File: src/logic/rvfi_params.svh
/*
 * Core parameters for the RVFI demo core
 * Reset vector and unified memory geometry
 */

`ifndef RVFI_PARAMS_SVH
`define RVFI_PARAMS_SVH

// ==================================================
// Program counter
// ==================================================
// First fetch address after reset
`define RVFI_RESET_PC 32'h0000_0000

// ==================================================
// Unified memory
// ==================================================
// Depth in 32-bit words
`define RVFI_MEM_WORDS 4096
// Word address width, log2 of the depth
`define RVFI_MEM_AW 12

`endif
File: src/logic/rvfi_pkg.sv
/*
 * Shared types for the RVFI demo core
 * Sequencer states and decoded operations
 */

package rvfi_pkg;

  // ==================================================
  // Sequencer states
  // ==================================================
  typedef enum logic [2:0] {
    FETCH   = 3'd0,
    EXECUTE = 3'd1,
    MEMORY  = 3'd2,
    RETIRE  = 3'd3,
    HALTED  = 3'd4
  } seq_state_e;

  // ==================================================
  // Decoded operations
  // ==================================================
  typedef enum logic [3:0] {
    OP_ADDI    = 4'd0,
    OP_ADD     = 4'd1,
    OP_SUB     = 4'd2,
    OP_AND     = 4'd3,
    OP_OR      = 4'd4,
    OP_XOR     = 4'd5,
    OP_LUI     = 4'd6,
    OP_LW      = 4'd7,
    OP_SW      = 4'd8,
    OP_BEQ     = 4'd9,
    OP_BNE     = 4'd10,
    OP_JAL     = 4'd11,
    // Anything outside the subset
    OP_ILLEGAL = 4'd15
  } op_e;

endpackage

File: src/logic/rvfi_tracker.sv
/*
 * RVFI tracker
 * Owns PC and instruction registers, builds one retirement
 * record per instruction and numbers the retirements
 */

`timescale 1ns/1ps

`include "rvfi_params.svh"

module rvfi_tracker (
  input  logic           clock,
  input  logic           reset,
  input  logic           fetch_en,
  input  logic           retire_en,
  input  logic [31:0]    rdata,
  input  rvfi_pkg::op_e  op,
  input  logic [31:0]    rs1_rdata,
  input  logic [31:0]    rs2_rdata,
  input  logic [4:0]     rd_addr,
  input  logic [31:0]    rd_wdata,
  input  logic           rd_write,
  input  logic [31:0]    next_pc,
  input  logic [31:0]    mem_addr,
  input  logic [31:0]    store_data,
  output logic [31:0]    pc,
  output logic [31:0]    insn,
  output logic           rvfi_valid,
  output logic [63:0]    rvfi_order,
  output logic [31:0]    rvfi_insn,
  output logic           rvfi_trap,
  output logic           rvfi_halt,
  output logic           rvfi_intr,
  output logic [1:0]     rvfi_mode,
  output logic [1:0]     rvfi_ixl,
  output logic [4:0]     rvfi_rs1_addr,
  output logic [4:0]     rvfi_rs2_addr,
  output logic [31:0]    rvfi_rs1_rdata,
  output logic [31:0]    rvfi_rs2_rdata,
  output logic [4:0]     rvfi_rd_addr,
  output logic [31:0]    rvfi_rd_wdata,
  output logic [31:0]    rvfi_pc_rdata,
  output logic [31:0]    rvfi_pc_wdata,
  output logic [31:0]    rvfi_mem_addr,
  output logic [3:0]     rvfi_mem_rmask,
  output logic [3:0]     rvfi_mem_wmask,
  output logic [31:0]    rvfi_mem_rdata,
  output logic [31:0]    rvfi_mem_wdata
);

  logic        fetch_q;
  logic [31:0] insn_q;
  logic        is_lw;
  logic        is_sw;
  logic        uses_rs1;
  logic        uses_rs2;
  logic [4:0]  rs1_addr;
  logic [4:0]  rs2_addr;

  // ==================================================
  // PC and instruction
  // ==================================================
  always_ff @(posedge clock) begin
    if (reset) begin
      pc      <= `RVFI_RESET_PC;
      fetch_q <= 1'b0;
    end else begin
      fetch_q <= fetch_en;
      if (retire_en) pc <= next_pc;
    end
  end

  // Capture the word the moment the fetch read returns
  always_ff @(posedge clock) begin
    if (fetch_q) insn_q <= rdata;
  end

  // Straight from memory in the return cycle, held afterwards
  assign insn = fetch_q ? rdata : insn_q;

  // ==================================================
  // Operand usage
  // ==================================================
  assign is_lw    = (op == rvfi_pkg::OP_LW);
  assign is_sw    = (op == rvfi_pkg::OP_SW);
  // Unused sources report as x0
  assign uses_rs1 = !((op == rvfi_pkg::OP_LUI) || (op == rvfi_pkg::OP_JAL) ||
                      (op == rvfi_pkg::OP_ILLEGAL));
  assign uses_rs2 = (op == rvfi_pkg::OP_ADD) || (op == rvfi_pkg::OP_SUB) ||
                    (op == rvfi_pkg::OP_AND) || (op == rvfi_pkg::OP_OR)  ||
                    (op == rvfi_pkg::OP_XOR) || is_sw ||
                    (op == rvfi_pkg::OP_BEQ) || (op == rvfi_pkg::OP_BNE);
  assign rs1_addr = uses_rs1 ? insn[19:15] : 5'd0;
  assign rs2_addr = uses_rs2 ? insn[24:20] : 5'd0;

  // ==================================================
  // Retirement record
  // ==================================================
  always_ff @(posedge clock) begin
    if (reset) begin
      rvfi_valid <= 1'b0;
      rvfi_order <= 64'd0;
    end else begin
      // One cycle pulse per retire
      rvfi_valid <= retire_en;
      if (rvfi_valid) rvfi_order <= rvfi_order + 64'd1;
    end
  end

  always_ff @(posedge clock) begin
    if (retire_en) begin
      rvfi_insn      <= insn;
      rvfi_trap      <= (op == rvfi_pkg::OP_ILLEGAL);
      rvfi_halt      <= (op == rvfi_pkg::OP_ILLEGAL);
      rvfi_rs1_addr  <= rs1_addr;
      rvfi_rs2_addr  <= rs2_addr;
      rvfi_rs1_rdata <= uses_rs1 ? rs1_rdata : 32'h0;
      rvfi_rs2_rdata <= uses_rs2 ? rs2_rdata : 32'h0;
      rvfi_rd_addr   <= rd_addr;
      // x0 destination reports zero data
      rvfi_rd_wdata  <= (rd_write && (rd_addr != 5'd0)) ? rd_wdata : 32'h0;
      rvfi_pc_rdata  <= pc;
      rvfi_pc_wdata  <= next_pc;
      // Word-only accesses, full masks
      rvfi_mem_addr  <= (is_lw || is_sw) ? mem_addr : 32'h0;
      rvfi_mem_rmask <= is_lw ? 4'hF : 4'h0;
      rvfi_mem_wmask <= is_sw ? 4'hF : 4'h0;
      rvfi_mem_rdata <= is_lw ? rdata : 32'h0;
      rvfi_mem_wdata <= is_sw ? store_data : 32'h0;
    end
  end

  // No interrupts, M-mode only, RV32
  assign rvfi_intr = 1'b0;
  assign rvfi_mode = 2'b11;
  assign rvfi_ixl  = 2'b01;

endmodule

File: config.mk
export PLATFORM = sky130hd
export DESIGN_NAME = rvfi_tracker
export DESIGN_NICKNAME = d
export VERILOG_FILES = /design/src/logic/rvfi_pkg.sv /design/src/logic/rvfi_tracker.sv
export VERILOG_INCLUDE_DIRS = /design/src /design/src/logic
export SDC_FILE = /design/constraint.sdc
export NUM_CORES = 1
export LEC_CHECK = 0
export BUFFER_PORTS_ARGS = -buffer_cell sky130_fd_sc_hd__buf_4
export CAP_MARGIN = 20
export CORE_AREA = 2 2 263 265
export CTS_BUF_LIST = sky130_fd_sc_hd__clkbuf_16
export CTS_CLUSTER_DIAMETER = 40
export CTS_CLUSTER_SIZE = 8
export DETAILED_ROUTE_END_ITERATION = 12
export DIE_AREA = 0 0 265 267
export GPL_ROUTABILITY_DRIVEN = 0
export GPL_TIMING_DRIVEN = 0
export PLACE_DENSITY = 0.49
export SETUP_SLACK_MARGIN = 0.2
export SYNTH_ARGS = -nofsm -noshare
export SYNTH_HDL_FRONTEND = slang
export SYNTH_SLANG_ARGS = --single-unit
File: constraint.sdc
create_clock -name clock -period 2.5 [get_ports clock]
set_input_delay 0.125 -clock clock [delete_from_list [all_inputs] [get_ports clock]]
set_output_delay 0.125 -clock clock [all_outputs]
set_load 0.03 [all_outputs]
==> results.sh <==
export IMPL_status="finished clean"
export IMPL_largest_reg_flops=64
export IMPL_hold_viol_final=0
export IMPL_drive_gt1_share_pct=41.00
export IMPL_final_common_cell="buf_4"
export IMPL_coreArea_um2=67990
export IMPL_numCtsBuffers=86
export IMPL_rsz0062_at_grt="no"
export IMPL_worst_hold_path_type="input port to flip-flop"
export IMPL_final_cell_area_um2=27660
export IMPL_ios=685
export IMPL_peakVddDrop_mv=0.4748
export IMPL_timing_final_crit_share_pct=87.14
export IMPL_switching_share_pct=25.70
export IMPL_cp_end_kind="primary output"
export IMPL_grt_max_degree=112
export IMPL_grt_pass1_vias=13130
export IMPL_setup_viol=0
export IMPL_grt_pass1_wl_um=85030
export IMPL_dpl_hpwl_um=44990
export IMPL_synth_cell_area_um2=15960
export IMPL_mostFrequentLayoutCells="buf_4 (701), edfxtp_1 (306), dlygate4sd3_1 (233), and2_1 (206), dfxtp_1 (128)"
export IMPL_yosys_most_used_dff="edfxtp_1"
export IMPL_clk_pin_slew_ps=50
export IMPL_pwr_share_seq_pct=37.0
export IMPL_slew_violations=0
export IMPL_skew_ps=31.42
export IMPL_fin_setup_tns_ps=0
export IMPL_p_leak_nw=11.57
export IMPL_firstDrtPassIters=6
export IMPL_nets=2341
export IMPL_root_buffer="clkbuf_16"
export IMPL_avgSynthCellArea_um2=14.68
export IMPL_overflow=0
export IMPL_cts_max_level=3
export IMPL_cts_sinks=436
export IMPL_cts_tree="yes"
export IMPL_post_drt_wl_per_cell_um=19.59
export IMPL_vias=12690
export IMPL_std_cell_rows=96
export IMPL_max_freq_ghz=0.4590
export IMPL_async_flop_share_pct=0
export IMPL_fillCellCount=6421
export IMPL_ys_seq_area_share_pct=73.90
export IMPL_synth_top_area_share_pct=57.59
export IMPL_port_buffers=678
export IMPL_synth_enable_flop_cells=306
export IMPL_area_growth_pct=73.38
export IMPL_ys_ff_latch=436
export IMPL_antenna_found_initial=12
export IMPL_crit_type="flip-flop to primary output"
export IMPL_initial_utilization_pct=23.47
export IMPL_synthTopCellsByArea="edfxtp_1 (58%), dfxtp_1 (16%), and2_1 (8.1%), mux2_2 (2.3%), mux2i_1 (2.1%)"
export IMPL_p_int_mw=17.03
export IMPL_finalCriticalPeriod_ps=2178
export IMPL_synthCells=1087
export IMPL_die_y_um=267
export IMPL_critPathLaunchType="flip-flop"
export IMPL_worst_pin_slew_ps=997.2
export IMPL_final_cell_count_no_fill=3062
export IMPL_clk_path_buf_depth=3
export IMPL_yosysUniqueCellTypes=42
export IMPL_first_iter_violations=685
export IMPL_p_comb_share_pct=13.9
export IMPL_drc=0
export IMPL_drt_vias_per_instance=4.143
export IMPL_p_clk_share_pct=49.1
export IMPL_drv_cap=0
export IMPL_power_switching_mw=5.890
export IMPL_top_register="rvfi_order"
export IMPL_final_util_pct=40.69
export IMPL_cp_arrival_ps=2050
export IMPL_clock_latency_ps=620
export IMPL_yosys_warnings=0
export IMPL_postRouteAntennaNets=0
export IMPL_drt_total_wl_um=59990
export IMPL_place_area_um2=22230
export IMPL_synth_largest_area_cell="edfxtp_1"
export IMPL_critPathMaxFanout=10
export IMPL_fin_hold_ws_ps=62.60
export IMPL_cp_data_required_time_ps=2380
export IMPL_die_width_um=265
export IMPL_max_slew_margin_pct=33.07
export IMPL_dp_cells=2653
export IMPL_track_usage_pct=16.18
export IMPL_die_area_um2=70760
export IMPL_power_density_nw_per_um2=828.5
-- worst paths after layout --
check	start	to	slack, ps	cells after the start
max reg2reg	rvfi_order[25]$_SDFFE_PP0P_	rvfi_order[61]$_SDFFE_PP0P_	320	7
min	op[1]	rvfi_mem_wdata[1]$_SDFFCE_PN0P_	60	3
min reg2reg	pc[9]$_SDFFE_PP0P_	rvfi_pc_rdata[9]$_DFFE_PP_	450	0
max	fetch_q$_SDFF_PP0_	insn[2]	320	4
-- final cells by class --
class	count	area, um2	share of cell area (%)
clock inverter	73	743.2	2.687
inverter	3	11.26	0.04071
sequential	436	11800	42.64
buffer	54	286.5	1.036
clock buffer	86	2152	7.779
timing repair buffer	924	7565	27.35
antenna	7	17.52	0.06332
tap	882	1104	3.989
multi-input combinational	597	3989	14.42
-- layer usage --
metal | track usage [%] | vias to the layer above | wire (um)
li1 | - | 5962 | -
met1 | 17.34 | 6131 | 22140
met2 | 28.52 | 475 | 30780
met3 | 6.126 | 112 | 5089
met4 | 6.780 | 6 | 1934
met5 | 0 | - | 41
-- Yosys cell counts, types with 4 or more instances --
cell,instances
a21oi_1,25
and2_1,206
and3_1,10
and4_1,4
buf_2,4
buf_4,12
clkbuf_1,36
dfxtp_1,130
edfxtp_1,306
mux2_2,32
mux2i_1,33
nand2_1,22
nand3_1,29
nand3_2,4
nand4_1,25
nor2_1,78
nor3_1,5
nor4_1,7
o21ai_0,21
o31ai_1,4
or3_1,20
or4_1,6
xnor2_1,10
xor2_1,26
-- cell families (layout without fill, tap and decap cells) --
group	Yosys count	count (layout)	share of synthesized area, %
compound gates	58	58	2.047
xor+xnor	36	36	1.976
fa+ha+maj	1	1	0.07841
buf+inv	57	1140	1.655
flops	436	436	73.90
mux	65	65	4.329
other cells	2	12	0.04707
simple gates	432	432	15.97
-- critical path: stages, from the launching register on --
cell	delay, ps
dfxtp_4	390
clkbuf_8	200
buf_4	220
mux2_2	430
buf_4	190
-- repair_timing --
action | in CTS | in global routing
gates resized for setup | 21 | 9
hold buffers | 233 | 0
hold endpoints to repair | 336 | 0
setup endpoints to repair | 97 | 58
pin swaps | 5 | 6
setup buffers | 5 | 5
-- metrics by stage --
step	setup slack, ps	power, mW
2_1_floorplan	230.7	10.01
3_3_place_gp	-2442	11.47
3_5_place_dp	-614.1	11.48
4_1_cts	204.4	23.23
5_1_grt	210.4	23.74
6_report	321.5	22.92
-- power by group through the flow --
stage	combinational, mW	sequential (mW)	clock, mW
6_report	3.19	8.48	11.3
5_1_grt	3.33	8.52	11.9
4_1_cts	3.22	8.48	11.5
3_5_place_dp	2.87	8.61	0
3_3_place_gp	2.85	8.62	0
2_1_floorplan	0.541	9.47	0
Power figures use the tool's default switching activity.
