$ cat src/logic/rvfi_params.svh
/*
 * Core parameters for the RVFI demo core
 * Reset vector and unified memory geometry
 */

`ifndef RVFI_PARAMS_SVH
`define RVFI_PARAMS_SVH

// ==================================================
// Program counter
// ==================================================
// First fetch address after reset
`define RVFI_RESET_PC 32'h0000_0000

// ==================================================
// Unified memory
// ==================================================
// Depth in 32-bit words
`define RVFI_MEM_WORDS 4096
// Word address width, log2 of the depth
`define RVFI_MEM_AW 12

`endif
$ cat src/logic/rvfi_pkg.sv
/*
 * Shared types for the RVFI demo core
 * Sequencer states and decoded operations
 */

package rvfi_pkg;

  // ==================================================
  // Sequencer states
  // ==================================================
  typedef enum logic [2:0] {
    FETCH   = 3'd0,
    EXECUTE = 3'd1,
    MEMORY  = 3'd2,
    RETIRE  = 3'd3,
    HALTED  = 3'd4
  } seq_state_e;

  // ==================================================
  // Decoded operations
  // ==================================================
  typedef enum logic [3:0] {
    OP_ADDI    = 4'd0,
    OP_ADD     = 4'd1,
    OP_SUB     = 4'd2,
    OP_AND     = 4'd3,
    OP_OR      = 4'd4,
    OP_XOR     = 4'd5,
    OP_LUI     = 4'd6,
    OP_LW      = 4'd7,
    OP_SW      = 4'd8,
    OP_BEQ     = 4'd9,
    OP_BNE     = 4'd10,
    OP_JAL     = 4'd11,
    // Anything outside the subset
    OP_ILLEGAL = 4'd15
  } op_e;

endpackage

$ cat src/logic/core_sequencer.sv
/*
 * Core sequencer
 * Steps each instruction through fetch, execute, memory and retire
 * Memory step only for loads and stores, halts after an illegal op
 */

`timescale 1ns/1ps

module core_sequencer (
  input  logic           clock,
  input  logic           reset,
  input  logic           run,
  input  rvfi_pkg::op_e  op,
  output logic           fetch_en,
  output logic           mem_en,
  output logic           retire_en,
  output logic           halted
);

  rvfi_pkg::seq_state_e state;
  rvfi_pkg::seq_state_e state_next;

  // Loads and stores need the extra memory step
  logic is_mem_op;

  assign is_mem_op = (op == rvfi_pkg::OP_LW) || (op == rvfi_pkg::OP_SW);

  // ==================================================
  // State register
  // ==================================================
  always_ff @(posedge clock) begin
    if (reset) begin
      state <= rvfi_pkg::FETCH;
    end else begin
      state <= state_next;
    end
  end

  // ==================================================
  // Next state
  // ==================================================
  always_comb begin
    state_next = state;
    // Every step waits on run
    if (run) begin
      case (state)
        rvfi_pkg::FETCH: begin
          state_next = rvfi_pkg::EXECUTE;
        end
        rvfi_pkg::EXECUTE: begin
          // Insn is valid here, op already decoded
          state_next = is_mem_op ? rvfi_pkg::MEMORY : rvfi_pkg::RETIRE;
        end
        rvfi_pkg::MEMORY: begin
          state_next = rvfi_pkg::RETIRE;
        end
        rvfi_pkg::RETIRE: begin
          if (op == rvfi_pkg::OP_ILLEGAL) begin
            state_next = rvfi_pkg::HALTED;
          end else begin
            state_next = rvfi_pkg::FETCH;
          end
        end
        rvfi_pkg::HALTED: begin
          // Sticky until reset
          state_next = rvfi_pkg::HALTED;
        end
        default: begin
          state_next = rvfi_pkg::FETCH;
        end
      endcase
    end
  end

  // ==================================================
  // Step enables
  // ==================================================
  assign fetch_en  = run && (state == rvfi_pkg::FETCH);
  assign mem_en    = run && (state == rvfi_pkg::MEMORY);
  assign retire_en = run && (state == rvfi_pkg::RETIRE);
  assign halted    = (state == rvfi_pkg::HALTED);

endmodule

$ cat config.mk
export PLATFORM = sky130hd
export DESIGN_NAME = core_sequencer
export DESIGN_NICKNAME = d
export VERILOG_FILES = /design/src/logic/rvfi_params.svh /design/src/logic/rvfi_pkg.sv /design/src/logic/core_sequencer.sv
export SDC_FILE = /design/constraint.sdc
export NUM_CORES = 1
export LEC_CHECK = 0
export BUFFER_PORTS_ARGS = -buffer_cell sky130_fd_sc_hd__buf_2
export CORE_AREA = 2 2 39 41
export CTS_BUF_LIST = sky130_fd_sc_hd__clkbuf_16
export CTS_CLUSTER_SIZE = 30
export DETAILED_ROUTE_END_ITERATION = 8
export DIE_AREA = 0 0 41 43
export PLACE_DENSITY_LB_ADDON = 0.2
export SYNTH_ARGS = -nofsm -noshare
export SYNTH_HDL_FRONTEND = slang
export SYNTH_SLANG_ARGS = --single-unit
$ cat constraint.sdc
create_clock -name clock -period 3.5 [get_ports clock]
set_input_delay 0.7 -clock clock [delete_from_list [all_inputs] [get_ports clock]]
set_output_delay 0.7 -clock clock [all_outputs]
set_load 0.1 [all_outputs]
==> metrics.csv, run 1 <==
metric,value,unit
critPathLaunchType,primary input,
ctsResizeCount,0,
reg2regPathDepth,3,
route.detailed.drc,0,
synth-simple-area-share,46.9,%
ant_nets,0,
root_buffer,clkbuf_16,
fin_crit_sh,63.5,%
status,"finished, final reports clean",
yosysWarningCount,0,
p_sw_share,24.5,%
path_max_fanout,6,
clock_sinks,3,
ios,11,
gp_congestion,0.611,
die_x,41,um
synth_top_cell_by_area,dfxtp_1,
yosys-top-cells-area,"dfxtp_1, nor2_1, nor4b_2, nand2b_4, nor3b_2",
hold_path_class,flop to flop,
reg2reg_to,state[0]$_SDFFE_PP0P_,
antenna_found_initial,0,
power_leakage,0.154,nW
combPwrFrac,16.8,%
drt-total-wl,499,um
relSlewSlack,67.6,%
dieHeight,43,um
drt-initial-drc-count,6,
reg2reg_from,state[2]$_SDFFE_PP0P_,
regToRegSetupSlack,2.28,ns
nNetsFinal,46,
syn-num-nets,33,
power_frac_clock,65.9,%
synthXorXnorAreaFrac,0,%
path_cells,buf_2 -> nand2b_4 -> nor3b_2 -> buf_2,
power_switching,0.0000645,W
first_pass_iters,2,
synth_top_family_by_area,simple AND/OR/NAND/NOR gates,
internal_power,0.000199,W
vias_per_cell,4.22,
layout_commonest_cell,buf_2,
synthDistinctLibCells,20,
syn_area,221,sq um
fin_skew,0.00243,ns
min_period,2.22,ns
path_depth,4,
cts_setup_buffers,0,
largest-register,state,
synth-compound-area-share,16.9,%
cts_buffer_depth,2,
hold_viol,0,
core,1380,sq um
synthMuxAreaShare,5.08,%
fillers,158,
multi_input_area,158,sq um
netlist.area_leader.share,27.1,%
powerDensity,718,nW/um^2
avgSynthCellArea,8.52,sq um
overflow,0,
crit_buf_inv,2,
fmax,450,MHz
drv_slew,0,
synth_seq_cells,3,
crit_end,mem_en,
largest_reg_flops,3,
clk_latency,0.22,ns
layout_common_cells,"buf_2, nor2_1, clkbuf_16, dfxtp_1, nor3b_2",
hold_buffers,0,
path_common_cell,buf_2,
min_from,state[2]$_SDFFE_PP0P_,
required,2.80,ns
setup_viol_count_final,0,
drive_gt1_share,44.7,%
numCtsBuffers,3,
critical-path-max-stage-delay,0.44,ns
num_vias,228,
routedWlPerCell,9.24,um
irDropWorstVdd,325,uV
dieArea,1760,sq um
place_ws,1.27,ns
critPathSlowestCell,buf_2,
syn_to_final_growth,65.5,%
grt_pass1_wl,828,um
regArea,60.1,sq um
tightest_slew,0.489,ns
htreeDepth,1,
grt_start_max_net_pins,10,
top_regs,state: 3 flops,
grt_setup_unrepaired,no,
startpoint,run,
antenna_cells,0,
placementRows,14,
cp.arrival,1.52,ns
crit_type,primary input to output pin,
synth_seq_area_share,27.1,%
syn-instance-count,26,
grt_pass1_vias,203,
grt_use_total,7.31,%
fin_setup_tns,0,ns
synthAdderAreaFrac,0,%
seqPwrFrac,17.4,%
portBuffers,10,
cap_viol_max_count,0,
cp_top_family,buffers and inverters,
cts_tree,yes,
path_clk_slew,0.03,ns
initial_core_util,16.0,%
crit_path_end_kind,output pin,
setup_ws,1.28,ns
area by class of cell:
cell class	count	area share [%]
clock buffers	3	20.5
clock inverters	1	1.02
multi-input cells	21	43.0
flip-flops and latches	3	16.4
well taps	16	5.46
repair buffers	10	13.7
worst reg2reg max path: stages (launching register included):
cell and delay [ns]:
dfxtp_1 0.34, nand2b_4 0.17, or4_1 0.46, o22ai_1 0.17
logic make-up after synthesis:
family	after synthesis
buffers and inverters	2
and+or+nand+nor	15
AOI/OAI and AO/OA	5
muxes	1
DFF	3
per-stage QoR:
step	cells	cell area (sq um)	hold slack, ns	utilization [%]	power (W)
finish	54	367	0.543	26.5	0.000263
global route	54	367	0.619	26.5	0.000277
CTS	54	367	0.547	26.5	0.000268
detailed placement	50	288	0.539	20.8	0.0000904
global placement	50	288	0.549	20.8	0.0000898
floorplan	26	226	0.496	-	0.0000807
metal layers:
metal  vias to the layer above  share of wire, %  GRT usage [%]
li1                        121                 -              -
met1                       100                50           9.90
met2                         7                44           8.44
met3                         0               5.6           4.71
met4                         0                 0           4.00
met5                         -                 0              0
synth_stat cells, drive strengths merged:
library cell  count
buf               1
nand4b            1
a32oi             1
nand3             1
nor4b             1
clkbuf            1
nor2              5
nand2             1
nand2b            2
o21ba             1
mux2              1
nor3b             2
a21oi             1
or4               1
a211oi            1
nor3              1
dfxtp             3
o22ai             1
worst min-delay path by stage:
| stage | to | slack (ns) | cells after the start |
|---|---|---|---|
| 2_1_floorplan | state[2]$_SDFFE_PP0P_ | 0.50 | 2 |
| 3_3_place_gp | state[2]$_SDFFE_PP0P_ | 0.55 | 2 |
| 3_5_place_dp | state[2]$_SDFFE_PP0P_ | 0.54 | 2 |
| 4_1_cts | state[2]$_SDFFE_PP0P_ | 0.55 | 2 |
| 5_1_grt | state[2]$_SDFFE_PP0P_ | 0.62 | 2 |
| 6_report | state[2]$_SDFFE_PP0P_ | 0.54 | 2 |
power groups by stage:
| stage | Clock (W) | Sequential (W) | Combinational [W] |
|---|---|---|---|
| after floorplan | 0 | 0.0000394 | 0.0000413 |
| after global placement | 0 | 0.0000459 | 0.0000439 |
| after detailed placement | 0 | 0.0000461 | 0.0000443 |
| after CTS | 0.000177 | 0.0000458 | 0.0000445 |
| after global routing | 0.000183 | 0.0000470 | 0.0000469 |
| final | 0.000173 | 0.0000457 | 0.0000441 |
Power figures use the tool's default switching activity.
==> run 2: changes to the inputs <==
Clock period 3.5 ns to 2 ns, I/O delays scaled along.
==> run 2 against run 1 <==
Effect of this change: combinational power grew 83%; non-clock buffer count is the same; sequential share of layout area shrank 0.59 points; register-to-register slack lost 1.5 ns; clock power grew 79%; worst hold slack lost 0.15 ns; via count grew 4.4%; global-route usage grew 0.10 points; cell count is the same; sequential power grew 80%; die area is the same; critical endpoint unchanged.
==> metrics.csv, run 2 (synthesis results as in run 1) <==
metric,value,unit,change
cap_viol_max_count,0,,unchanged
regToRegSetupSlack,0.75,ns,-1.53 ns
required,1.60,ns,-1.20 ns
critPathSlowestCell,dfxtp_1,,
clock_sinks,3,,unchanged
irDropWorstVdd,386,uV,+19%
ant_nets,0,,unchanged
critical-path-max-stage-delay,0.52,ns,+0.08 ns
cts_setup_buffers,0,,unchanged
drt-initial-drc-count,3,,-3
fin_skew,0.00156,ns,-0.000868 ns
min_from,reset,,
crit_path_end_kind,output pin,,
grt_start_max_net_pins,10,,unchanged
drive_gt1_share,50.0,%,+5.3 points
vias_per_cell,4.41,,+4.4%
reg2reg_from,state[2]$_SDFFE_PP0P_,,
tightest_slew,0.489,ns,+0.0000722 ns
initial_core_util,16.0,%,unchanged
gp_congestion,0.716,,+17%
antenna_found_initial,0,,unchanged
status,"finished, final reports clean",,
fin_crit_sh,90.1,%,
min_period,1.80,ns,
layout_common_cells,"buf_2, nor2_1, clkbuf_16, dfxtp_1",,
whs_endpoint,state[2]$_SDFFE_PP0P_,,
largest_reg_flops,3,,unchanged
path_clk_slew,0.03,ns,about the same
holdWs,0.396,ns,-0.146 ns
route.detailed.drc,0,,unchanged
cts_buffer_depth,2,,unchanged
hold_viol,0,,unchanged
num_vias,238,,+4.4%
layout_commonest_cell,buf_2,,
top_regs,state: 3 flops,,
overflow,0,,unchanged
reg2reg_to,state[0]$_SDFFE_PP0P_,,
largest-register,state,,
power_leakage,0.156,nW,+1.1%
place_hpwl,397,um,
die_x,41,um,unchanged
dpl_cell_area,302,sq um,+4.8%
clk_latency,0.22,ns,about the same
placementRows,14,,unchanged
hold_path_class,primary input to flop,,
routedWlPerCell,10.4,um,+13%
setup_viol_count_final,0,,unchanged
powerDensity,1240,nW/um^2,+73%
portBuffers,10,,unchanged
path_max_fanout,9,,+3
first_pass_iters,3,,+1
path_cells,nor3b_2 -> buf_2,,
syn_to_final_growth,71.8,%,
numCtsBuffers,3,,unchanged
holdPathStages,2,,unchanged
fmax,555,MHz,
grt_pass1_vias,223,,+9.9%
crit_type,flop to output pin,,
antenna_cells,0,,unchanged
cts_tree,yes,,
relSlewSlack,67.6,%,about the same
grt_pass1_wl,876,um,+5.8%
core,1380,sq um,unchanged
nNetsFinal,46,,unchanged
cp.arrival,1.40,ns,-0.12 ns
drv_slew,0,,unchanged
ios,11,,unchanged
grt_use_total,7.41,%,+0.10 points
hold_buffers,0,,unchanged
final_area,380,sq um,+3.8%
critPathLaunchType,flop,,
reg2regPathDepth,3,,unchanged
dieHeight,43,um,unchanged
htreeDepth,1,,unchanged
drt-total-wl,562,um,+13%
root_buffer,clkbuf_16,,
dieArea,1760,sq um,unchanged
ctsResizeCount,0,,unchanged
grt_setup_unrepaired,no,,
==> run 2: changes by cell type in the layout (fill, tap and decap cells not counted) <==
cell     before  now
nor3b_2       2    1
nor2_2        0    1
nor3b_4       0    1
nor3_1        1    0
nor2_1        5    4
nor3_2        0    1
==> run 2: power by group <==
group / internal [W] / switching [W] / leakage, nW
Clock: 0.000258 / 0.0000516 / 0.0423
Combinational: 0.0000260 / 0.0000546 / 0.0889
Sequential: 0.0000664 / 0.0000160 / 0.0249
==> run 2: worst max-delay path: cells and delay by family, from the launching register on <==
family / cells / cell delay (ns)
flip-flops: 1 / 0.52
buffers and inverters: 1 / 0.44
AND/OR/NAND/NOR: 1 / 0.22
==> run 2: metrics by stage <==
| stage | cells | setup TNS (ns) | utilization (%) | power [W] | setup slack (ns) |
|---|---|---|---|---|---|
| 6_report | 54 | 0 | 27.5 | 0.000472 | 0.198 |
| 3_5_place_dp | 50 | 0 | 21.8 | 0.000163 | 0.343 |
| 2_1_floorplan | 26 | -0.259 | - | 0.000146 | -0.137 |
| 5_1_grt | 54 | 0 | 27.5 | 0.000493 | 0.106 |
| 3_3_place_gp | 50 | 0 | 21.8 | 0.000163 | 0.362 |
| 4_1_cts | 54 | 0 | 27.5 | 0.000480 | 0.179 |
==> run 2: worst max-delay path by stage <==
stage	endpoint	depth (start not counted)	from	slack, ns
floorplan	fetch_en	2	state[0]$_SDFFE_PP0P_	-0.14
global placement	mem_en	4	run	0.36
detailed placement	mem_en	4	run	0.34
CTS	mem_en	2	state[1]$_SDFFE_PP0P_	0.18
global route	mem_en	2	state[1]$_SDFFE_PP0P_	0.11
finish	mem_en	2	state[1]$_SDFFE_PP0P_	0.20
==> run 2: area by class of cell <==
type / instances / area, sq um
multi-input cells: 21 / 171
clock buffers: 3 / 75.1
well taps: 16 / 20.0
repair buffers: 10 / 50.0
flip-flops and latches: 3 / 60.1
fillers: 157 / 1000
clock inverters: 1 / 3.75
==> run 2: layer usage <==
metal	vias up	track usage (%)	share of wire, %	routed length (um)
met3	0	4.71	9.4	53
met4	0	2.00	0	0
met5	-	0	0	0
li1	121	-	-	-
met2	9	9.69	44	247
met1	108	9.90	47	262
==> run 3: changes to the inputs <==
Settings changed: PLACE_DENSITY set to 0.39, PLACE_DENSITY_LB_ADDON 0.2 to not set, SKIP_LAST_GASP set to 1.
==> run 3 against run 2 <==
Effect of this change: clock skew shrank 0.0011 ns; via count fell by 4.2%; worst hold slack worse by 0.017 ns; non-clock buffer count did not move; combinational power is 0.6% lower; routed wire length fell by 1.6%; worst setup slack got worse by 0.0054 ns; power is 1.3% higher; clock power increased by 2%; utilization is the same; sequential share of layout area is the same; critical endpoint unchanged; highest routed layer is now met4.
==> metrics.csv, run 3 (synthesis results as in run 1) <==
metric,value,unit,change
crit_type,flop to output pin,,
die_x,41,um,unchanged
dieArea,1760,sq um,unchanged
gp_congestion,0.736,,+2.8%
drive_gt1_share,50.0,%,unchanged
critPathLaunchType,flop,,
min_period,1.81,ns,+0.00541 ns
numCtsBuffers,3,,unchanged
portBuffers,10,,unchanged
ctsResizeCount,0,,unchanged
finalNonFillerCells,54,,unchanged
layout_commonest_cell,buf_2,,
hold_path_class,primary input to flop,,
tightest_slew,0.485,ns,-0.00359 ns
irDropWorstVdd,412,uV,+6.7%
clock_sinks,3,,unchanged
cts_buffer_depth,2,,unchanged
holdWs,0.380,ns,-0.0166 ns
status,"finished, final reports clean",,
final_area,380,sq um,unchanged
place_inst,50,,unchanged
grt_pass1_vias,248,,+11%
overflow,0,,unchanged
nNetsFinal,46,,unchanged
hold_buffers,0,,unchanged
power_leakage,0.156,nW,unchanged
antenna_cells,0,,unchanged
setup_ws,0.192,ns,-0.00540 ns
fin_setup_tns,0,ns,unchanged
cp.arrival,1.41,ns,about the same
dpl_cell_area,302,sq um,unchanged
drt-initial-drc-count,6,,+3
place_hpwl,415,um,+4.5%
fin_crit_sh,90.4,%,+0.27 points
antenna_found_initial,0,,unchanged
cap_viol_max_count,0,,unchanged
crit_path_end_kind,output pin,,
num_vias,228,,-4.2%
setup_viol_count_final,0,,unchanged
fmax,553,MHz,-0.30%
cts_setup_buffers,0,,unchanged
largest-register,state,,
top_regs,state: 3 flops,,
path_clk_slew,0.03,ns,about the same
route.detailed.drc,0,,unchanged
powerDensity,1260,nW/um^2,+1.3%
layout_common_cells,"buf_2, nor2_1, clkbuf_16, dfxtp_1",,
grt_start_max_net_pins,10,,unchanged
cts_tree,yes,,
place_ws,0.345,ns,+0.00168 ns
required,1.60,ns,about the same
routedWlPerCell,10.2,um,-1.6%
root_buffer,clkbuf_16,,
ios,11,,unchanged
core,1380,sq um,unchanged
fin_skew,0.000418,ns,-0.00114 ns
clk_latency,0.22,ns,about the same
placementRows,14,,unchanged
largest_reg_flops,3,,unchanged
grt_use_total,8.83,%,+1.4 points
grt_pass1_wl,979,um,+12%
initial_core_util,16.0,%,unchanged
hold_viol,0,,unchanged
htreeDepth,1,,unchanged
path_max_fanout,9,,unchanged
syn_to_final_growth,71.8,%,unchanged
dieHeight,43,um,unchanged
drv_slew,0,,unchanged
drt-total-wl,553,um,-1.6%
relSlewSlack,67.9,%,+0.24 points
first_pass_iters,2,,-1
ant_nets,0,,unchanged
grt_setup_unrepaired,no,,
vias_per_cell,4.22,,-4.2%
run 3: metal layers:
| metal | track usage (%) | routed length (um) | up-vias |
|---|---|---|---|
| li1 | - | - | 119 |
| met1 | 10.3 | 246 | 97 |
| met2 | 10.9 | 250 | 10 |
| met3 | 3.14 | 36 | 2 |
| met4 | 10.0 | 21 | 0 |
| met5 | 0 | 0 | - |
run 3: where the power goes:
part	switching [W]	internal (W)	total (W)
Sequential	0.0000159	0.0000664	0.0000823
Clock	0.0000577	0.000258	0.000316
Combinational	0.0000542	0.0000260	0.0000801
run 3: through the flow:
step | total power (W) | utilization, %
2_1_floorplan | 0.000146 | -
3_3_place_gp | 0.000163 | 21.8
3_5_place_dp | 0.000164 | 21.8
4_1_cts | 0.000484 | 27.5
5_1_grt | 0.000495 | 27.5
6_report | 0.000478 | 27.5
run 3: final timing paths:
check                              from                    end  slack, ns  cells after the start
setup / recovery  state[1]$_SDFFE_PP0P_                 mem_en       0.19                      2
hold reg to reg   state[2]$_SDFFE_PP0P_  state[2]$_SDFFE_PP0P_       0.54                      2
hold / removal                    reset  state[1]$_SDFFE_PP0P_       0.38                      2
setup reg to reg  state[2]$_SDFFE_PP0P_  state[0]$_SDFFE_PP0P_       0.74                      3
run 3: final cells by class:
| type | instances | area [sq um] |
|---|---|---|
| multi-input cells | 21 | 171 |
| fillers | 151 | 1000 |
| repair buffers | 10 | 50.0 |
| flip-flops and latches | 3 | 60.1 |
| clock buffers | 3 | 75.1 |
| clock inverters | 1 | 3.75 |
| well taps | 16 | 20.0 |
run 3: worst max-delay path: stages (launching register included):
cell     delay, ns
dfxtp_1       0.52
nor3b_2       0.22
buf_2         0.44
