**src/logic/rvfi_params.svh**
```systemverilog
/*
 * Core parameters for the RVFI demo core
 * Reset vector and unified memory geometry
 */

`ifndef RVFI_PARAMS_SVH
`define RVFI_PARAMS_SVH

// ==================================================
// Program counter
// ==================================================
// First fetch address after reset
`define RVFI_RESET_PC 32'h0000_0000

// ==================================================
// Unified memory
// ==================================================
// Depth in 32-bit words
`define RVFI_MEM_WORDS 4096
// Word address width, log2 of the depth
`define RVFI_MEM_AW 12

`endif
```
**src/logic/rvfi_pkg.sv**
```systemverilog
/*
 * Shared types for the RVFI demo core
 * Sequencer states and decoded operations
 */

package rvfi_pkg;

  // ==================================================
  // Sequencer states
  // ==================================================
  typedef enum logic [2:0] {
    FETCH   = 3'd0,
    EXECUTE = 3'd1,
    MEMORY  = 3'd2,
    RETIRE  = 3'd3,
    HALTED  = 3'd4
  } seq_state_e;

  // ==================================================
  // Decoded operations
  // ==================================================
  typedef enum logic [3:0] {
    OP_ADDI    = 4'd0,
    OP_ADD     = 4'd1,
    OP_SUB     = 4'd2,
    OP_AND     = 4'd3,
    OP_OR      = 4'd4,
    OP_XOR     = 4'd5,
    OP_LUI     = 4'd6,
    OP_LW      = 4'd7,
    OP_SW      = 4'd8,
    OP_BEQ     = 4'd9,
    OP_BNE     = 4'd10,
    OP_JAL     = 4'd11,
    // Anything outside the subset
    OP_ILLEGAL = 4'd15
  } op_e;

endpackage

```
**src/logic/exec_unit.sv**
```systemverilog
/*
 * Execute unit
 * Decode, immediates, ALU, branch compare and next PC
 * Purely combinational, held stable by the sequencer
 */

`timescale 1ns/1ps

module exec_unit (
  input  logic [31:0]    insn,
  input  logic [31:0]    pc,
  input  logic [31:0]    rs1_rdata,
  input  logic [31:0]    rs2_rdata,
  input  logic [31:0]    load_data,
  output rvfi_pkg::op_e  op,
  output logic [4:0]     rd_addr,
  output logic [31:0]    rd_wdata,
  output logic [31:0]    next_pc,
  output logic [31:0]    mem_addr,
  output logic [31:0]    store_data,
  output logic           rd_write
);

  logic [6:0]  opcode;
  logic [2:0]  funct3;
  logic [6:0]  funct7;
  logic [31:0] imm_i;
  logic [31:0] imm_s;
  logic [31:0] imm_b;
  logic [31:0] imm_u;
  logic [31:0] imm_j;
  logic [31:0] pc_plus4;
  logic        taken;

  assign opcode = insn[6:0];
  assign funct3 = insn[14:12];
  assign funct7 = insn[31:25];

  // ==================================================
  // Decode
  // ==================================================
  always_comb begin
    op = rvfi_pkg::OP_ILLEGAL;
    case (opcode)
      7'b0010011: begin
        if (funct3 == 3'b000) op = rvfi_pkg::OP_ADDI;
      end
      7'b0110011: begin
        // R-type, funct7 picks ADD vs SUB
        case ({funct7, funct3})
          10'b0000000_000: op = rvfi_pkg::OP_ADD;
          10'b0100000_000: op = rvfi_pkg::OP_SUB;
          10'b0000000_111: op = rvfi_pkg::OP_AND;
          10'b0000000_110: op = rvfi_pkg::OP_OR;
          10'b0000000_100: op = rvfi_pkg::OP_XOR;
          default:         op = rvfi_pkg::OP_ILLEGAL;
        endcase
      end
      7'b0110111: op = rvfi_pkg::OP_LUI;
      7'b0000011: begin
        if (funct3 == 3'b010) op = rvfi_pkg::OP_LW;
      end
      7'b0100011: begin
        if (funct3 == 3'b010) op = rvfi_pkg::OP_SW;
      end
      7'b1100011: begin
        if (funct3 == 3'b000) op = rvfi_pkg::OP_BEQ;
        if (funct3 == 3'b001) op = rvfi_pkg::OP_BNE;
      end
      7'b1101111: op = rvfi_pkg::OP_JAL;
      default:    op = rvfi_pkg::OP_ILLEGAL;
    endcase
  end

  // ==================================================
  // Immediates
  // ==================================================
  assign imm_i = {{20{insn[31]}}, insn[31:20]};
  assign imm_s = {{20{insn[31]}}, insn[31:25], insn[11:7]};
  assign imm_b = {{19{insn[31]}}, insn[31], insn[7], insn[30:25], insn[11:8], 1'b0};
  assign imm_u = {insn[31:12], 12'h000};
  assign imm_j = {{11{insn[31]}}, insn[31], insn[19:12], insn[20], insn[30:21], 1'b0};

  // ==================================================
  // Result and write-back
  // ==================================================
  assign pc_plus4 = pc + 32'd4;

  always_comb begin
    case (op)
      rvfi_pkg::OP_ADDI: rd_wdata = rs1_rdata + imm_i;
      rvfi_pkg::OP_ADD:  rd_wdata = rs1_rdata + rs2_rdata;
      rvfi_pkg::OP_SUB:  rd_wdata = rs1_rdata - rs2_rdata;
      rvfi_pkg::OP_AND:  rd_wdata = rs1_rdata & rs2_rdata;
      rvfi_pkg::OP_OR:   rd_wdata = rs1_rdata | rs2_rdata;
      rvfi_pkg::OP_XOR:  rd_wdata = rs1_rdata ^ rs2_rdata;
      rvfi_pkg::OP_LUI:  rd_wdata = imm_u;
      rvfi_pkg::OP_LW:   rd_wdata = load_data;
      // Link address
      rvfi_pkg::OP_JAL:  rd_wdata = pc_plus4;
      default:           rd_wdata = 32'h0;
    endcase
  end

  // No write for stores, branches and illegal ops
  assign rd_write = !((op == rvfi_pkg::OP_SW) || (op == rvfi_pkg::OP_BEQ) ||
                      (op == rvfi_pkg::OP_BNE) || (op == rvfi_pkg::OP_ILLEGAL));
  assign rd_addr  = rd_write ? insn[11:7] : 5'd0;

  // ==================================================
  // Memory address and data
  // ==================================================
  assign mem_addr   = rs1_rdata + ((op == rvfi_pkg::OP_SW) ? imm_s : imm_i);
  assign store_data = rs2_rdata;

  // ==================================================
  // Next PC
  // ==================================================
  assign taken = ((op == rvfi_pkg::OP_BEQ) && (rs1_rdata == rs2_rdata)) ||
                 ((op == rvfi_pkg::OP_BNE) && (rs1_rdata != rs2_rdata));

  always_comb begin
    if (op == rvfi_pkg::OP_ILLEGAL) begin
      // Trap leaves the PC where it is
      next_pc = pc;
    end else if (op == rvfi_pkg::OP_JAL) begin
      next_pc = pc + imm_j;
    end else if (taken) begin
      next_pc = pc + imm_b;
    end else begin
      next_pc = pc_plus4;
    end
  end

endmodule

```
**config.mk**
```make
export PLATFORM = sky130hd
export DESIGN_NAME = exec_unit
export DESIGN_NICKNAME = d
export VERILOG_FILES = /design/src/logic/rvfi_params.svh /design/src/logic/rvfi_pkg.sv /design/src/logic/exec_unit.sv
export SDC_FILE = /design/constraint.sdc
export NUM_CORES = 1
export LEC_CHECK = 0
export BUFFER_PORTS_ARGS = -buffer_cell sky130_fd_sc_hd__buf_2
export CORE_MARGIN = 5
export CORE_UTILIZATION = 35
export DETAILED_ROUTE_END_ITERATION = 16
export PLACE_DENSITY = 0.54
export SLEW_MARGIN = 20
export SYNTH_ARGS = -nofsm -noshare
export SYNTH_HDL_FRONTEND = slang
export SYNTH_SLANG_ARGS = --single-unit
```
**constraint.sdc**
```tcl
create_clock -name vclk -period 9.52
set_input_delay 1.904 -clock vclk [all_inputs]
set_output_delay 1.904 -clock vclk [all_outputs]
set_load 0.05 [all_outputs]
```
==> results.sh, run 1 <==
export IMPL_worst_pin_slew_ns=1.09
export IMPL_via_count=14600
export IMPL_die_h_um=196
export IMPL_crit_path_end_kind="primary output"
export IMPL_regArea_um2=0
export IMPL_ys_top_cells_by_area="ha_1, a21oi_1, xnor2_1"
export IMPL_drive_gt1_share_pct=18.5
export IMPL_initial_core_util_pct=35.2
export IMPL_postCtsHoldBufs=0
export IMPL_finalSetupViolCount=0
export IMPL_routabilityCongestion=0.996
export IMPL_drcViolationCount=0
export IMPL_cp_max_fo=11
export IMPL_drv_cap=0
export IMPL_ys_seq_area_share_pct=0
export IMPL_grt_start_max_net_pins=39
export IMPL_syn_nets=2159
export IMPL_start_kind="input pin"
export IMPL_design_seq_count=0
export IMPL_hp_class="in2out"
export IMPL_yosysMostFrequentCell="ha_1"
export IMPL_finalSetupTns_ns=0
export IMPL_synth_distinct_cells=87
export IMPL_grt_overflow_total=0
export IMPL_drtIter0Drc=1364
export IMPL_clkbuf_count=0
export IMPL_drv_slew=0
export IMPL_rsz0062_at_grt="false"
export IMPL_cp_slowest_stage_delay_ns=0.60
export IMPL_status="finished, final reports clean"
export IMPL_cts_repair_resized=0
export IMPL_grt_pass1_wl_mm=80.9
export IMPL_finish_utilization_pct=40.3
export IMPL_viasPerCell=5.95
export IMPL_finalCritPeriodShare_pct=96.4
export IMPL_path_cells="buf_2, nor4_2, and4bb_1, and2_1, o221a_4, inv_2, or4_1, nor2_4, mux2_2, ha_1, inv_1, fa_1, nor2b_1, o31ai_1, buf_4, a211oi_1, nor3_2, or3_1, nand4_1, o31a_1, nand3_1, mux2_2, o21ai_1, buf_12"
export IMPL_coreArea_um2=34300
export IMPL_ir_drop_uv=53.9
export IMPL_nNetsFinal=2378
export IMPL_p_leak_uw=0.00687
export IMPL_syn_to_final_growth_pct=14.7
export IMPL_critical_path_class="in2out"
export IMPL_finalHoldViolCount=0
export IMPL_synth_area_per_cell_um2=6.74
export IMPL_cp_common_cell="mux2_2"
export IMPL_grt_pass1_vias=13700
export IMPL_drtPass1Iterations=6
export IMPL_cp_slowest_cell="or4_1"
export IMPL_hpwl_mm=45.4
export IMPL_die_area_um2=38300
export IMPL_post_cts_buffers=0
export IMPL_period_minus_slack_ns=9.18
export IMPL_total_power_uw=986
export IMPL_synthCells=1789
export IMPL_antenna_found_initial=4
export IMPL_yosysTopAreaCell="ha_1"
export IMPL_fmax_mhz=109
export IMPL_holdWs_ns=4.12
export IMPL_track_usage_pct=26.3
export IMPL_die_w_um=196
export IMPL_power_per_cell_area_nw_per_um2=71.3
export IMPL_relSlewSlack_pct=27.4
export IMPL_worstPathRequired_ns=7.62
export IMPL_synth_common_cells="ha_1, a21oi_1, nand2_1, nor2_1, inv_1"
export IMPL_drt_wl_total_mm=54.5
export IMPL_port_buffers=298
export IMPL_syn_area_um2=12100
export IMPL_synth_top_area_share_pct=21.3
export IMPL_ioPinCount=298
export IMPL_wire_per_inst_um=22.1
export IMPL_row_count=68
export IMPL_ys_warnings_count=0
export IMPL_drtAntennaViolNets=0
export IMPL_cp_arrival_ns=7.27
-- cell type report --
class / instances / area (um2)
diodes: 1 / 2.50
multi-input cells: 1551 / 11000
repair buffers: 326 / 1750
inverters: 129 / 484
fillers: 3698 / 20500
well taps: 455 / 569
-- power by group --
group	internal (uW)	leakage, uW	switching [uW]
Combinational	320	0.00687	665
Clock	0.0000141	0.00000000634	0
Sequential	0	0	0
-- cell usage in the layout (no fill, tap or decap), drive strengths merged, types with 10 or more instances in the layout --
cell,instances
buf,325
ha,205
a21oi,182
nor2,136
nand2,135
o21ai,133
inv,129
a21o,92
xnor2,85
nand3,51
nor3,47
xor2,42
o211ai,27
and3,27
nand2b,23
a31oi,22
o21bai,22
o22ai,21
a211oi,21
nor2b,20
o21a,16
a221oi,14
and2,13
o221ai,13
nor4,13
or3,12
o31ai,12
nand4,12
a221o,11
a22oi,11
or2,11
mux2,11
a211o,10
-- logic make-up after synthesis --
kind of cell | synth area share (%)
xor+xnor | 9.22
mux | 1.77
simple gates | 21.4
buf+inv | 9.00
compound gates | 36.6
fa+ha+maj | 22.1
-- metal layers --
| layer | GRT usage (%) | wire, um | up-vias | part of all wire, % |
|---|---|---|---|---|
| met3 | 2.66 | 3890 | 49 | 7.1 |
| met1 | 36.8 | 24500 | 6987 | 45 |
| met4 | 4.45 | 1070 | 6 | 2.0 |
| met2 | 44.5 | 25000 | 603 | 46 |
| met5 | 0 | 48 | - | 0.088 |
| li1 | - | - | 6996 | - |
-- stage by stage --
step | setup WS (ns) | std cells | cell area (um2)
after CTS | 0.190 | 2461 | 13800
after global routing | 0.0119 | 2462 | 13800
final | 0.343 | 2462 | 13800
after detailed placement | 0.211 | 2461 | 13800
after floorplan | 0.472 | 1789 | 12100
after global placement | 0.281 | 2461 | 13800
-- critical path: cells and delay by family --
family	cells	cell delay, ns
AOI/OAI and AO/OA	5	1.13
adders and majority gates	2	0.55
buffers and inverters	5	0.65
muxes	2	0.47
and+or+nand+nor	10	2.54
-- path summary, 6_finish.rpt --
check / from / endpoint / slack (ns) / depth (start not counted)
worst max-delay path: insn[26] / rd_wdata[30] / 0.34 / 24
worst min-delay path: pc[0] / next_pc[0] / 4.12 / 2
No activity file was read; power rests on OpenSTA's default activity.
==> inputs of run 2 (changes only) <==
--- a/config.mk
+++ b/config.mk
@@ -5,11 +5,11 @@
 export SDC_FILE = /design/constraint.sdc
 export NUM_CORES = 1
 export LEC_CHECK = 0
-export BUFFER_PORTS_ARGS = -buffer_cell sky130_fd_sc_hd__buf_2
 export CORE_MARGIN = 5
 export CORE_UTILIZATION = 35
 export DETAILED_ROUTE_END_ITERATION = 16
-export PLACE_DENSITY = 0.54
+export DONT_BUFFER_PORTS = 1
+export PLACE_DENSITY = 0.47
 export SLEW_MARGIN = 20
 export SYNTH_ARGS = -nofsm -noshare
 export SYNTH_HDL_FRONTEND = slang
==> results.sh, run 2 (synthesis results as in run 1) <==
export IMPL_routabilityCongestion=0.944
export IMPL_die_h_um=196
export IMPL_row_count=68
export IMPL_status="finished, final reports clean"
export IMPL_worst_pin_slew_ns=1.13
export IMPL_antenna_found_initial=2
export IMPL_power_per_cell_area_nw_per_um2=68.2
export IMPL_finalSetupViolCount=0
export IMPL_ir_drop_uv=55.0
export IMPL_wire_per_inst_um=24.2
export IMPL_finalCritPeriodShare_pct=96.2
export IMPL_clkPwrFrac_pct=0
export IMPL_drive_gt1_share_pct=7.96
export IMPL_postLayoutCellArea_um2=12900
export IMPL_die_w_um=196
export IMPL_coreArea_um2=34300
export IMPL_setup_slack_ns=0.363
export IMPL_finalSetupTns_ns=0
export IMPL_via_count=13600
export IMPL_syn_to_final_growth_pct=7.38
export IMPL_place_area_um2=12900
export IMPL_worstPathRequired_ns=7.62
export IMPL_pwr_share_comb_pct=100.0
export IMPL_grt_pass1_vias=12800
export IMPL_cp_arrival_ns=7.25
export IMPL_drtPass1Iterations=7
export IMPL_regArea_um2=0
export IMPL_netSwitchingPower_uw=569
export IMPL_p_leak_uw=0.00601
export IMPL_drtAntennaViolNets=0
export IMPL_hpwl_mm=44.3
export IMPL_total_power_uw=883
export IMPL_p_int_uw=314
export IMPL_critical_path_class="in2out"
export IMPL_initial_core_util_pct=35.2
export IMPL_track_usage_pct=26.2
export IMPL_final_cell_mix="ha_1, a21oi_1, nand2_1"
export IMPL_drt_wl_total_mm=53.9
export IMPL_period_minus_slack_ns=9.16
export IMPL_design_seq_count=0
export IMPL_grt_overflow_total=0
export IMPL_nNetsFinal=2144
export IMPL_die_area_um2=38300
export IMPL_cp_max_fo=9
export IMPL_layout_commonest_cell="ha_1"
export IMPL_crit_path_end_kind="primary output"
export IMPL_ioPinCount=298
export IMPL_place_ws_ns=0.234
export IMPL_clkbuf_count=0
export IMPL_grt_start_max_net_pins=67
export IMPL_drcViolationCount=0
export IMPL_fmax_mhz=109
export IMPL_finalHoldViolCount=0
export IMPL_hp_class="in2out"
export IMPL_viasPerCell=6.09
export IMPL_grt_pass1_wl_mm=79.5
export IMPL_drtIter0Drc=1102
export IMPL_power_share_switching_pct=64.4
export IMPL_start_kind="input pin"
export IMPL_drv_slew=0
export IMPL_port_buffers=0
export IMPL_drv_cap=0
export IMPL_relSlewSlack_pct=24.5
export IMPL_rsz0062_at_grt="false"
export IMPL_p_seq_share_pct=0
## run 2: changes by cell type in the layout (fill, tap and decap cells not counted), sizes merged
cell    change
clkbuf      -1
buf       -233
## run 2: final cells by class
class	instances	area, um2
inverter	129	484
timing repair buffer	92	828
fill	3711	21300
antenna	1	2.50
multi-input combinational	1551	11100
tap	455	569
## run 2: power groups by stage
stage	Combinational (uW)	Sequential [uW]	Clock, uW
6_report	883	0	0.0000141
4_1_cts	877	0	0
5_1_grt	956	0	0.0000141
3_5_place_dp	873	0	0
3_3_place_gp	872	0	0
2_1_floorplan	703	0	0
## run 2: routing by layer
| metal | share of wire (%) | global-route usage (%) |
|---|---|---|
| met1 | 44 | 35.7 |
| met5 | 0.024 | 0 |
| met4 | 3.6 | 7.68 |
| met2 | 44 | 42.1 |
| met3 | 8.6 | 5.06 |
## run 2: timing repair
action	in CTS	in global routing
buffers inserted	0	1
hold buffers	0	0
endpoints found under the hold margin	0	0
endpoints found under the setup margin	0	1
resized for setup	0	3
## run 2: worst paths after layout
path	startpoint	end	slack [ns]	cells after the start
worst max-delay path	insn[26]	mem_addr[30]	0.36	21
worst min-delay path	rs2_rdata[13]	store_data[13]	3.81	0
## run 2: worst max-delay path, stage by stage
cell,delay [ns]
nor4_2,0.32
nand2_1,0.18
o21ai_2,0.22
o2111ai_4,0.21
nor3_4,0.25
inv_2,0.06
or4_1,0.63
mux2_1,0.37
ha_1,0.22
fa_1,0.47
a211oi_1,0.26
nor2_1,0.13
o221a_2,0.31
nor2_1,0.25
o31ai_1,0.16
a41o_1,0.30
nor4_1,0.24
o31ai_1,0.17
a31oi_1,0.23
xnor2_1,0.14
buf_4,0.22
## run 2: per-stage QoR
stage | instances | hold WS [ns] | utilization (%)
floorplan | 1789 | 3.98 | -
CTS | 2226 | 3.81 | 37.7
detailed placement | 2226 | 3.81 | 37.7
global route | 2228 | 3.81 | 37.8
finish | 2228 | 3.81 | 37.8
global placement | 2226 | 3.81 | 37.7
==> inputs of run 3 (changes only) <==
==> constraint.sdc (replaced) <==
create_clock -name vclk -period 9.52
set_input_delay 0.952 -clock vclk [all_inputs]
set_output_delay 0.952 -clock vclk [all_outputs]
set_load 0.05 [all_outputs]
==> results.sh, run 3 (synthesis results as in run 1) <==
export IMPL_dp_cells=2183
export IMPL_grt_pass1_wl_mm=79.4
export IMPL_fill_cells=3784
export IMPL_die_w_um=196
export IMPL_finalHoldViolCount=0
export IMPL_p_leak_uw=0.00575
export IMPL_drtPass1Iterations=5
export IMPL_antenna_found_initial=0
export IMPL_finalSetupViolCount=0
export IMPL_relSlewSlack_pct=24.2
export IMPL_cp_max_fo=28
export IMPL_fmax_mhz=128
export IMPL_ioPinCount=298
export IMPL_design_seq_count=0
export IMPL_hold_path_end="store_data[14]"
export IMPL_postLayoutCellArea_um2=12500
export IMPL_track_usage_pct=26.4
export IMPL_drv_cap=0
export IMPL_layout_commonest_cell="ha_1"
export IMPL_crit_start="insn[26]"
export IMPL_postCtsHoldBufs=0
export IMPL_critical_path_class="in2out"
export IMPL_wire_per_inst_um=24.8
export IMPL_drv_slew=0
export IMPL_finalSetupTns_ns=0
export IMPL_hpwl_mm=44.1
export IMPL_rsz0062_at_grt="false"
export IMPL_viasPerCell=6.08
export IMPL_status="finished, final reports clean"
export IMPL_port_buffers=0
export IMPL_drt_wl_total_mm=54.1
export IMPL_ir_drop_uv=50.1
export IMPL_cts_repair_resized=0
export IMPL_grt_overflow_total=0
export IMPL_grt_pass1_vias=12700
export IMPL_post_cts_buffers=0
export IMPL_drtIter0Drc=1000
export IMPL_setup_slack_ns=1.68
export IMPL_worstHoldStart="rs2_rdata[14]"
export IMPL_cp_arrival_ns=6.89
export IMPL_drcViolationCount=0
export IMPL_grt_start_max_net_pins=67
export IMPL_place_ws_ns=1.78
export IMPL_initial_core_util_pct=35.2
export IMPL_power_per_cell_area_nw_per_um2=67.3
export IMPL_syn_to_final_growth_pct=3.28
export IMPL_finalCritPeriodShare_pct=82.4
export IMPL_final_cell_mix="ha_1, a21oi_1, nand2_1"
export IMPL_via_count=13300
export IMPL_drtAntennaViolNets=0
export IMPL_hp_class="in2out"
export IMPL_period_minus_slack_ns=7.84
export IMPL_row_count=68
export IMPL_regArea_um2=0
export IMPL_die_area_um2=38300
export IMPL_die_h_um=196
export IMPL_crit_path_end_kind="primary output"
export IMPL_worst_pin_slew_ns=1.13
export IMPL_coreArea_um2=34300
export IMPL_nNetsFinal=2100
export IMPL_hold_depth=0
export IMPL_place_area_um2=12500
export IMPL_holdWs_ns=1.90
export IMPL_routabilityCongestion=0.922
export IMPL_start_kind="input pin"
export IMPL_drive_gt1_share_pct=5.56
export IMPL_antennaDiodeCount=0
export IMPL_worstPathRequired_ns=8.57
export IMPL_multi_input_area_um2=11000
export IMPL_instances_no_fill=2183
export IMPL_clkbuf_count=0
## run 3: worst max path at each step
stage	endpoint	cells after the start
detailed placement	rd_wdata[28]	21
global route	rd_wdata[28]	21
CTS	rd_wdata[28]	21
finish	rd_wdata[28]	21
global placement	rd_wdata[28]	21
floorplan	rd_wdata[28]	22
## run 3: critical path, stage by stage
cell       delay (ns)
nor4_2           0.31
and4bb_1         0.25
and2_1           0.14
o221a_4          0.24
inv_2            0.20
or4_1            0.56
buf_4            0.27
nor2_2           0.22
buf_4            0.38
mux2_1           0.37
ha_1             0.23
o31ai_1          0.49
a211oi_1         0.24
nor3_1           0.40
or3_1            0.19
nand4_1          0.16
o31a_1           0.36
a2111oi_0        0.45
a31oi_1          0.07
o21ai_1          0.15
buf_4            0.22
## run 3: report_power, final
part           total (uW)  switching [uW]  leakage [uW]  internal (uW)
combinational         838             562       0.00575            276
clock                   0               0             0              0
sequential              0               0             0              0
total                 838             562       0.00575            276
## run 3: metrics by stage
stage / power (uW) / util, %
finish: 838 / 36.3
global route: 908 / 36.3
CTS: 834 / 36.3
detailed placement: 830 / 36.3
global placement: 830 / 36.3
floorplan: 703 / -
## run 3: layout make-up
class              instances  share of cell area [%]
repair buffers            48                    2.89
well taps                455                    4.57
multi-input cells       1551                    88.6
inverters                129                    3.89
## run 3: metal layers
layer | wire [um] | track usage [%] | vias up | share of wire, %
met4 | 1370 | 6.03 | 0 | 2.5
li1 | - | - | 6447 | -
met2 | 24400 | 43.4 | 509 | 45
met3 | 4580 | 4.93 | 57 | 8.5
met5 | 0 | 0 | - | 0
met1 | 23700 | 36.0 | 6256 | 44
